===== src/verilog/rdma_eg_cfg_pkg.sv =====
/*
 * rdma egress configuration package
 * register fields for data use and data size, their encodings,
 * and the decoded mode flags shared by the egress blocks
 */

`default_nettype none

package rdma_eg_cfg_pkg;

  // ==================================================
  // register encodings
  // ==================================================

  // operand use, code 3 falls back to mul only
  typedef enum logic [1:0] {
    duse_mul  = 2'h0,
    duse_alu  = 2'h1,
    duse_both = 2'h2,
    duse_rsvd = 2'h3
  } data_use_e;

  // element size
  typedef enum logic {
    dsize_1byte = 1'b0,
    dsize_2byte = 1'b1
  } data_size_e;

  // raw register fields, held for a whole layer
  typedef struct packed {
    data_use_e  data_use;
    data_size_e data_size;
  } eg_cfg_t;

  // decoded flags
  typedef struct packed {
    logic alu_en;
    logic mul_en;
    logic both;
    logic size_2byte;
  } eg_mode_t;

endpackage

`default_nettype wire


===== src/verilog/rdma_eg_data_pkg.sv =====
/*
 * rdma egress data package
 * atom, read response, operand chunk and context entry layouts
 * used between the latency fifo, the context queue and the lanes
 */

`default_nettype none

package rdma_eg_data_pkg;

  // ==================================================
  // sizes
  // ==================================================
  localparam int atom_bytes    = 8;
  localparam int atoms_per_rsp = 4;
  localparam int atom_w        = atom_bytes * 8;

  typedef logic [atom_w-1:0] atom_t;

  // latency fifo payload, mask on top as on the dma side
  typedef struct packed {
    logic [atoms_per_rsp-1:0] mask;
    atom_t [atoms_per_rsp-1:0] atom;
  } rsp_t;

  // one lane entry
  // last marks the final chunk of a cube
  typedef struct packed {
    logic                      last;
    logic [atoms_per_rsp-1:0]  mask;
    atom_t [atoms_per_rsp-1:0] atom;
  } chunk_t;

  // context queue entry
  // size is total atoms minus one
  typedef struct packed {
    logic        cube_end;
    logic [14:0] size;
  } ctx_t;

endpackage

`default_nettype wire


===== src/verilog/rdma_eg_decode.sv =====
/*
 * rdma egress decode
 * turns the register fields into mode flags, counts returned atoms
 * against the current context entry, and drives the context pop
 * and the dma credit return for each accepted response
 */

`default_nettype none

module rdma_eg_decode
  import rdma_eg_cfg_pkg::*;
  import rdma_eg_data_pkg::*;
(
  input  wire logic     nvdla_core_clk,
  input  wire logic     nvdla_core_rstn,
  input  wire eg_cfg_t  cfg,
  input  wire ctx_t     cq2eg_pd,
  input  wire logic     cq2eg_pvld,
  output logic          cq2eg_prdy,
  input  wire rsp_t     lat_fifo_rd_pd,
  input  wire logic     lat_fifo_rd_pvld,
  output logic          lat_fifo_rd_prdy,
  output logic          dma_rd_cdt_lat_fifo_pop,
  output eg_mode_t      mode,
  output rsp_t          rsp,
  output logic          rsp_vld,
  output logic          rsp_last,
  output logic          cube_end,
  input  wire logic     rsp_rdy
);

  logic        accept;
  logic [2:0]  rsp_pop;
  logic [15:0] beat_cnt;
  logic [15:0] beat_cnt_nxt;
  logic [15:0] beat_size;

  // ==================================================
  // config decode
  // ==================================================
  assign mode.both       = (cfg.data_use == duse_both);
  assign mode.alu_en     = (cfg.data_use == duse_alu) | mode.both;
  // reserved code behaves as mul only
  assign mode.mul_en     = (cfg.data_use != duse_alu);
  assign mode.size_2byte = (cfg.data_size == dsize_2byte);

  // ==================================================
  // response handoff
  // ==================================================
  // no data without its context entry
  assign rsp      = lat_fifo_rd_pd;
  assign rsp_vld  = lat_fifo_rd_pvld & cq2eg_pvld;
  assign cube_end = cq2eg_pd.cube_end;

  assign lat_fifo_rd_prdy = rsp_rdy;
  assign accept           = rsp_vld & rsp_rdy;

  // one credit back per response taken
  assign dma_rd_cdt_lat_fifo_pop = accept;

  // ==================================================
  // atom counting per context
  // ==================================================
  // atoms carried by this response
  always_comb begin
    rsp_pop = '0;
    for (int i = 0; i < atoms_per_rsp; i++) begin
      rsp_pop = rsp_pop + 3'(lat_fifo_rd_pd.mask[i]);
    end
  end

  assign beat_size    = {1'b0, cq2eg_pd.size} + 16'd1;
  assign beat_cnt_nxt = beat_cnt + 16'(rsp_pop);
  assign rsp_last     = (beat_cnt_nxt == beat_size);

  always_ff @(posedge nvdla_core_clk or negedge nvdla_core_rstn) begin
    if (!nvdla_core_rstn) begin
      beat_cnt <= '0;
    end else if (accept) begin
      // restart for the next context on its final response
      if (rsp_last) begin
        beat_cnt <= '0;
      end else begin
        beat_cnt <= beat_cnt_nxt;
      end
    end
  end

  // pop the context with its final response
  assign cq2eg_prdy = accept & rsp_last;

endmodule

`default_nettype wire


===== src/verilog/rdma_eg_steer.sv =====
/*
 * rdma egress steering
 * builds the alu and mul chunks from one response by mode,
 * interleaving bytes or words when both operands share a response,
 * and joins the two lane readies so both lanes take it together
 */

`default_nettype none

module rdma_eg_steer
  import rdma_eg_cfg_pkg::*;
  import rdma_eg_data_pkg::*;
(
  input  wire eg_mode_t mode,
  input  wire rsp_t     rsp,
  input  wire logic     rsp_vld,
  input  wire logic     rsp_last,
  input  wire logic     cube_end,
  output logic          rsp_rdy,
  output chunk_t        alu_chunk,
  output logic          alu_wr,
  input  wire logic     alu_room,
  output chunk_t        mul_chunk,
  output logic          mul_wr,
  input  wire logic     mul_room
);

  // ==================================================
  // interleave table, both mode
  // ==================================================
  // 1 byte: atom0 from bytes of atoms 0-1, atom1 from atoms 2-3
  // 2 byte: same split on 16 bit words
  // odd picks the mul half
  function automatic logic [2*atom_w-1:0] pick_half(
    input logic [atoms_per_rsp*atom_w-1:0] d,
    input logic                            odd,
    input logic                            wide
  );
    logic [2*atom_w-1:0] r;
    r = '0;
    if (wide) begin
      for (int i = 0; i < atom_w / 8; i++) begin
        r[16*i +: 16] = d[32*i + 16*odd +: 16];
      end
    end else begin
      for (int i = 0; i < atom_w / 4; i++) begin
        r[8*i +: 8] = d[16*i + 8*odd +: 8];
      end
    end
    return r;
  endfunction

  // one chunk per stream
  function automatic chunk_t build_chunk(
    input rsp_t     r,
    input eg_mode_t m,
    input logic     odd,
    input logic     last
  );
    chunk_t              c;
    logic [2*atom_w-1:0] h;
    h      = pick_half(r.atom, odd, m.size_2byte);
    c.atom = r.atom;
    c.mask = r.mask;
    c.last = last;
    if (m.both) begin
      c.atom[0] = h[atom_w-1:0];
      c.atom[1] = h[2*atom_w-1:atom_w];
      // only slots 0 and 2 feed a pair
      c.mask    = {2'b00, r.mask[2], r.mask[0]};
    end
    return c;
  endfunction

  assign alu_chunk = build_chunk(rsp, mode, 1'b0, rsp_last & cube_end);
  assign mul_chunk = build_chunk(rsp, mode, 1'b1, rsp_last & cube_end);

  // ==================================================
  // ready join and write strobes
  // ==================================================
  assign rsp_rdy = mode.both   ? (alu_room & mul_room) :
                   mode.alu_en ? alu_room : mul_room;

  // disabled lane never written
  assign alu_wr = mode.alu_en & rsp_vld & rsp_rdy;
  assign mul_wr = mode.mul_en & rsp_vld & rsp_rdy;

endmodule

`default_nettype wire


===== src/verilog/rdma_eg_lane.sv =====
/*
 * rdma egress operand lane
 * buffers whole chunks in a small fifo and sends the head chunk out
 * one atom per cycle under valid/ready, following its mask, and
 * flags the end of a layer on the final atom of a last chunk
 */

`default_nettype none

module rdma_eg_lane
  import rdma_eg_data_pkg::*;
#(
  parameter int lane_depth = 4
) (
  input  wire logic   nvdla_core_clk,
  input  wire logic   nvdla_core_rstn,
  input  wire chunk_t chunk,
  input  wire logic   wr,
  output logic        room,
  output atom_t       pd,
  output logic        valid,
  input  wire logic   ready,
  output logic        layer_end
);

  localparam int aw = $clog2(lane_depth);

  chunk_t          mem [lane_depth];
  logic [aw:0]     wr_ptr;
  logic [aw:0]     rd_ptr;
  logic            empty;
  chunk_t          head;
  logic [1:0]      pos;
  logic [3:0]      remain;
  logic [1:0]      cur_idx;
  logic            final_atom;
  logic            xfer;
  logic            drop;
  logic            pop;

  // ==================================================
  // chunk fifo
  // ==================================================
  assign empty = (wr_ptr == rd_ptr);
  // full when wrapped once
  assign room  = !((wr_ptr[aw] != rd_ptr[aw]) && (wr_ptr[aw-1:0] == rd_ptr[aw-1:0]));

  always_ff @(posedge nvdla_core_clk) begin
    if (wr) begin
      mem[wr_ptr[aw-1:0]] <= chunk;
    end
  end

  always_ff @(posedge nvdla_core_clk or negedge nvdla_core_rstn) begin
    if (!nvdla_core_rstn) begin
      wr_ptr <= '0;
      rd_ptr <= '0;
    end else begin
      if (wr) begin
        wr_ptr <= wr_ptr + 1'b1;
      end
      if (pop) begin
        rd_ptr <= rd_ptr + 1'b1;
      end
    end
  end

  // ==================================================
  // atom serializer
  // ==================================================
  assign head   = mem[rd_ptr[aw-1:0]];
  // mask bits not yet sent
  assign remain = head.mask & (4'hf << pos);

  // lowest pending atom
  always_comb begin
    if (remain[0]) begin
      cur_idx = 2'd0;
    end else if (remain[1]) begin
      cur_idx = 2'd1;
    end else if (remain[2]) begin
      cur_idx = 2'd2;
    end else begin
      cur_idx = 2'd3;
    end
  end

  assign final_atom = ((remain & ~(4'b0001 << cur_idx)) == 4'b0000);

  assign valid = !empty && (remain != 4'b0000);
  assign pd    = head.atom[cur_idx];
  assign xfer  = valid & ready;

  // a both-mode chunk can lose all its mask bits, retire it silently
  assign drop = !empty && (remain == 4'b0000);
  assign pop  = (xfer & final_atom) | drop;

  assign layer_end = pop & head.last;

  always_ff @(posedge nvdla_core_clk or negedge nvdla_core_rstn) begin
    if (!nvdla_core_rstn) begin
      pos <= '0;
    end else if (pop) begin
      pos <= '0;
    end else if (xfer) begin
      pos <= cur_idx + 2'd1;
    end
  end

endmodule

`default_nettype wire


===== src/verilog/rdma_eg_done.sv =====
/*
 * rdma egress layer done
 * per-stream completion flags armed by op_load and set by
 * layer_end, with a registered one-cycle eg_done once both are in
 */

`default_nettype none

module rdma_eg_done
  import rdma_eg_cfg_pkg::*;
(
  input  wire logic     nvdla_core_clk,
  input  wire logic     nvdla_core_rstn,
  input  wire logic     op_load,
  input  wire eg_mode_t mode,
  input  wire logic     alu_layer_end,
  input  wire logic     mul_layer_end,
  output logic          eg_done
);

  logic alu_done;
  logic mul_done;
  logic layer_done;

  assign layer_done = alu_done & mul_done;

  // ==================================================
  // stream flags
  // ==================================================
  // idle stream counts as finished from op_load on
  always_ff @(posedge nvdla_core_clk or negedge nvdla_core_rstn) begin
    if (!nvdla_core_rstn) begin
      alu_done <= 1'b0;
      mul_done <= 1'b0;
    end else if (op_load) begin
      alu_done <= !mode.alu_en;
      mul_done <= !mode.mul_en;
    end else begin
      if (alu_layer_end) begin
        alu_done <= 1'b1;
      end else if (layer_done) begin
        alu_done <= 1'b0;
      end
      if (mul_layer_end) begin
        mul_done <= 1'b1;
      end else if (layer_done) begin
        mul_done <= 1'b0;
      end
    end
  end

  always_ff @(posedge nvdla_core_clk or negedge nvdla_core_rstn) begin
    if (!nvdla_core_rstn) begin
      eg_done <= 1'b0;
    end else begin
      eg_done <= layer_done;
    end
  end

endmodule

`default_nettype wire


===== src/verilog/rdma_eg_top.sv =====
/*
 * rdma egress stage top
 * latency fifo responses in, alu and mul atom streams out,
 * with context pop, dma credit return and layer done
 */

`default_nettype none

module rdma_eg_top
  import rdma_eg_cfg_pkg::*;
  import rdma_eg_data_pkg::*;
#(
  parameter int lane_depth = 4
) (
  input  wire logic    nvdla_core_clk,
  input  wire logic    nvdla_core_rstn,
  input  wire eg_cfg_t cfg,
  input  wire logic    op_load,
  input  wire ctx_t    cq2eg_pd,
  input  wire logic    cq2eg_pvld,
  output logic         cq2eg_prdy,
  input  wire rsp_t    lat_fifo_rd_pd,
  input  wire logic    lat_fifo_rd_pvld,
  output logic         lat_fifo_rd_prdy,
  output logic         dma_rd_cdt_lat_fifo_pop,
  output atom_t        alu_pd,
  output logic         alu_valid,
  input  wire logic    alu_ready,
  output atom_t        mul_pd,
  output logic         mul_valid,
  input  wire logic    mul_ready,
  output logic         eg_done
);

  eg_mode_t mode;
  rsp_t     rsp;
  logic     rsp_vld;
  logic     rsp_last;
  logic     cube_end;
  logic     rsp_rdy;
  chunk_t   alu_chunk;
  logic     alu_wr;
  logic     alu_room;
  chunk_t   mul_chunk;
  logic     mul_wr;
  logic     mul_room;
  logic     alu_layer_end;
  logic     mul_layer_end;

  // ==================================================
  // decode and steering
  // ==================================================
  rdma_eg_decode u_decode (
    .nvdla_core_clk          (nvdla_core_clk),
    .nvdla_core_rstn         (nvdla_core_rstn),
    .cfg                     (cfg),
    .cq2eg_pd                (cq2eg_pd),
    .cq2eg_pvld              (cq2eg_pvld),
    .cq2eg_prdy              (cq2eg_prdy),
    .lat_fifo_rd_pd          (lat_fifo_rd_pd),
    .lat_fifo_rd_pvld        (lat_fifo_rd_pvld),
    .lat_fifo_rd_prdy        (lat_fifo_rd_prdy),
    .dma_rd_cdt_lat_fifo_pop (dma_rd_cdt_lat_fifo_pop),
    .mode                    (mode),
    .rsp                     (rsp),
    .rsp_vld                 (rsp_vld),
    .rsp_last                (rsp_last),
    .cube_end                (cube_end),
    .rsp_rdy                 (rsp_rdy)
  );

  rdma_eg_steer u_steer (
    .mode      (mode),
    .rsp       (rsp),
    .rsp_vld   (rsp_vld),
    .rsp_last  (rsp_last),
    .cube_end  (cube_end),
    .rsp_rdy   (rsp_rdy),
    .alu_chunk (alu_chunk),
    .alu_wr    (alu_wr),
    .alu_room  (alu_room),
    .mul_chunk (mul_chunk),
    .mul_wr    (mul_wr),
    .mul_room  (mul_room)
  );

  // ==================================================
  // operand lanes and done
  // ==================================================
  rdma_eg_lane #(.lane_depth(lane_depth)) u_alu_lane (
    .nvdla_core_clk  (nvdla_core_clk),
    .nvdla_core_rstn (nvdla_core_rstn),
    .chunk           (alu_chunk),
    .wr              (alu_wr),
    .room            (alu_room),
    .pd              (alu_pd),
    .valid           (alu_valid),
    .ready           (alu_ready),
    .layer_end       (alu_layer_end)
  );

  rdma_eg_lane #(.lane_depth(lane_depth)) u_mul_lane (
    .nvdla_core_clk  (nvdla_core_clk),
    .nvdla_core_rstn (nvdla_core_rstn),
    .chunk           (mul_chunk),
    .wr              (mul_wr),
    .room            (mul_room),
    .pd              (mul_pd),
    .valid           (mul_valid),
    .ready           (mul_ready),
    .layer_end       (mul_layer_end)
  );

  rdma_eg_done u_done (
    .nvdla_core_clk  (nvdla_core_clk),
    .nvdla_core_rstn (nvdla_core_rstn),
    .op_load         (op_load),
    .mode            (mode),
    .alu_layer_end   (alu_layer_end),
    .mul_layer_end   (mul_layer_end),
    .eg_done         (eg_done)
  );

endmodule

`default_nettype wire


===== config.mk =====
export PLATFORM = sky130hd
export DESIGN_NAME = rdma_eg_top
export DESIGN_NICKNAME = d
export VERILOG_FILES = /design/src/verilog/rdma_eg_cfg_pkg.sv /design/src/verilog/rdma_eg_data_pkg.sv /design/src/verilog/rdma_eg_decode.sv /design/src/verilog/rdma_eg_steer.sv /design/src/verilog/rdma_eg_lane.sv /design/src/verilog/rdma_eg_done.sv /design/src/verilog/rdma_eg_top.sv
export SDC_FILE = /design/constraint.sdc
export NUM_CORES = 2
export LEC_CHECK = 0
export BUFFER_PORTS_ARGS = -buffer_cell sky130_fd_sc_hd__buf_2
export CORE_MARGIN = 2
export CORE_UTILIZATION = 30
export DETAILED_ROUTE_END_ITERATION = 6
export PLACE_DENSITY = 0.45
export SYNTH_ARGS = -nofsm -noshare
export SYNTH_HDL_FRONTEND = slang
export SYNTH_SLANG_ARGS = --single-unit

===== constraint.sdc =====
create_clock -name nvdla_core_clk -period 14.4 [get_ports nvdla_core_clk]
set_input_delay 0.72 -clock nvdla_core_clk [delete_from_list [all_inputs] [get_ports nvdla_core_clk]]
set_output_delay 0.72 -clock nvdla_core_clk [all_outputs]
set_load 0.01 [all_outputs]

==> results.toml <==
[status]
status = "finished, final reports clean"

[worst_hold_path]
hold_class = "input pin to flop"

[route]
routed_via_density = 5.18
routed_wl_mm = 290
remaining_drc_errors = 0
ant_nets = 0
drt-initial-drc-count = 4733
wl_per_cell_um = 32.9
drt-pass1-iter-count = 7
vias = 45600

[timing]
worst_pin_slew_ns = 1.30
slew_viol_final = 0
setup_tns_ns = 0
finalCritPeriodShare_pct = 49.4
period_needed_ns = 7.11
timing.max_slew.rel_slack_pct = 13.4
max_clock_freq_mhz = 141
clock_skew_ns = 0.0614
setup_viol = 0
hold_violations = 0
rsz0062_at_grt = "false"

[power]
peakVddDrop_mv = 0.136
power.total_mw = 20.6
p_per_area_nw_per_um2 = 208
p_leak_nw = 32.2

[worst_setup_path]
path_buf_inv = 2
start_kind = "flop"
arrival_ns = 6.39
crit_type = "flop to output port"
required_ns = 13.68
slowest_stage = "a2111oi_1"
path_cells = "mux2i_1, a211oi_1, nand2_4, nand2_4, buf_4, o22ai_1, a2111oi_1, buf_2"
crit_path_end_kind = "output port"
critPathMaxStageDelay_ns = 1.16
critPathMaxFanout = 38
crit_top_cell = "nand2_4"
cp_top_family = "compound AO/OA/AOI/OAI gates"

[final_layout]
final_common_cell = "edfxtp_1"
area_growth_pct = 16.6
drive_gt1_share_pct = 29.9
finish.utilization_pct = 35.2
fin_nets = 5166
final_cell_mix = "edfxtp_1, mux4_2, buf_2, clkbuf_16"
fillers = 26500

[flow_run]
drv_cap = 0

[die]
die_x_um = 537
design.core.area_um2 = 282000
row_count = 195
die_h_um = 537
start_util_pct = 30.2
boundaryPins = 420
fp.dieArea_um2 = 288000

[grt]
antenna_found_initial = 83
grt_pass1_wl_mm = 394
grt_pass1_vias = 45800
grt_usage_pct = 19.8
grt-ovfl-total = 0
grt_max_degree = 144

[place]
place_hpwl_mm = 193
gp_congestion = 0.784
port_buffers = 419

[yosys]
async_reset_ff_share_pct = 1.65
synth.distinct_cells = 64
ys_seq_elements = 2123
ys_seq_area_share_pct = 74.7
ys_warn_count = 0
synth_nets = 4664
netlist_area_um2 = 85100
syn_inst = 4354
synth_ff_type = "edfxtp_1"
synth-edff-count = 2088
postSynthAreaPerCell_um2 = 19.6

[clock_network]
cts_root_buf = "clkbuf_16"
cts_buffers = 241
cts_num_sinks = 2123
clk_pin_slew_worst_paths_ns = 0.06
htreeDepth = 4
cts_hold_buf = 3
clock_latency_ns = 0.89
cts_tree = "yes"
clk_path_buf_depth = 4
post_cts_resized = 0
post_cts_buffers = 0
[area by class of cell]
type / count / area [um2] / area share [%]
timing repair buffer: 508 / 2840 / 2.87
antenna: 22 / 55.1 / 0.0555
clock inverter: 128 / 1130 / 1.14
sequential: 2123 / 63600 / 64.1
clock buffer: 305 / 6320 / 6.37
tap: 3743 / 4680 / 4.72
multi-input combinational: 1952 / 20500 / 20.7
inverter: 30 / 120 / 0.121
[flip-flops by register name (all words and copies together) (netlist names)]
register,count
u_alu_lane.pos,2
u_done.eg_done,1
u_alu_lane.wr_ptr,3
u_mul_lane.wr_ptr,3
u_done.alu_done,1
u_decode.beat_cnt,16
u_mul_lane.pos,2
u_alu_lane.rd_ptr,3
u_mul_lane.mem,1044
u_mul_lane.rd_ptr,3
u_done.mul_done,1
u_alu_lane.mem,1044
[per-stage QoR]
step,hold WS (ns),instance area (um2),instances,setup WS (ns)
floorplan,0.424,85100,4354,5.56
global placement,0.476,91700,8353,8.02
detailed placement,0.479,91700,8353,7.90
CTS,0.00127,99200,8789,7.16
global route,0.0322,99200,8798,6.94
finish,0.0707,99200,8811,7.29
[report_power, final]
part / leakage [nW] / total [mW] / switching, mW / internal, mW
clock: 3.63 / 5.89 / 2.50 / 3.39
combinational: 9.26 / 7.18 / 4.63 / 2.55
sequential: 19.3 / 7.54 / 0.184 / 7.36
[final timing paths]
check	from	end	slack [ns]	depth (start not counted)
hold reg to reg	u_alu_lane.wr_ptr[2]$_DFFE_PN0P_	u_alu_lane.wr_ptr[2]$_DFFE_PN0P_	0.49	1
max in group asynchronous	nvdla_core_rstn	u_alu_lane.rd_ptr[0]$_DFFE_PN0P_	13.16	2
setup / recovery	u_mul_lane.rd_ptr[0]$_DFFE_PN0P_	mul_pd[14]	7.29	8
min in group asynchronous	nvdla_core_rstn	u_alu_lane.wr_ptr[1]$_DFFE_PN0P_	0.54	2
hold / removal	lat_fifo_rd_pd[7]	u_alu_lane.mem[1][7]$_DFFE_PP_	0.07	1
setup reg to reg	u_mul_lane.rd_ptr[0]$_DFFE_PN0P_	u_alu_lane.mem[2][237]$_DFFE_PP_	8.12	10
[cells by family (layout without fill, tap and decap cells)]
family | Yosys count | count (layout) | share of synthesized area (%)
AO/OA/AOI/OAI | 449 | 449 | 3.36
XOR/XNOR | 57 | 57 | 0.635
adder cells (fa/ha/maj) | 24 | 24 | 0.370
buffers and inverters | 279 | 971 | 1.40
flip-flops | 2123 | 2123 | 74.7
multiplexers | 775 | 775 | 16.1
other | 0 | 22 | 0
AND/OR/NAND/NOR | 647 | 647 | 3.50
[synth_stat cells, drive strengths merged, types with 64 or more instances]
master | instances | share of area [%]
a21oi | 216 | 1.3
a22oi | 64 | 0.56
and3 | 70 | 0.51
buf | 100 | 0.61
clkbuf | 149 | 0.66
edfxtp | 2088 | 74
mux2 | 175 | 2.3
mux2i | 144 | 1.7
mux4 | 456 | 12
nand2 | 193 | 0.85
nand3 | 91 | 0.54
nor2 | 224 | 1.0
o22ai | 64 | 0.47
[metal layers]
metal | global-route usage [%] | wire length, um | vias to the layer above
met2 | 33.0 | 143000 | 1546
met4 | 4.93 | 6730 | 14
met5 | 0 | 93 | -
met3 | 2.73 | 15800 | 353
met1 | 27.3 | 124000 | 24800
li1 | - | - | 18900
(Power assumes the default switching activity.)
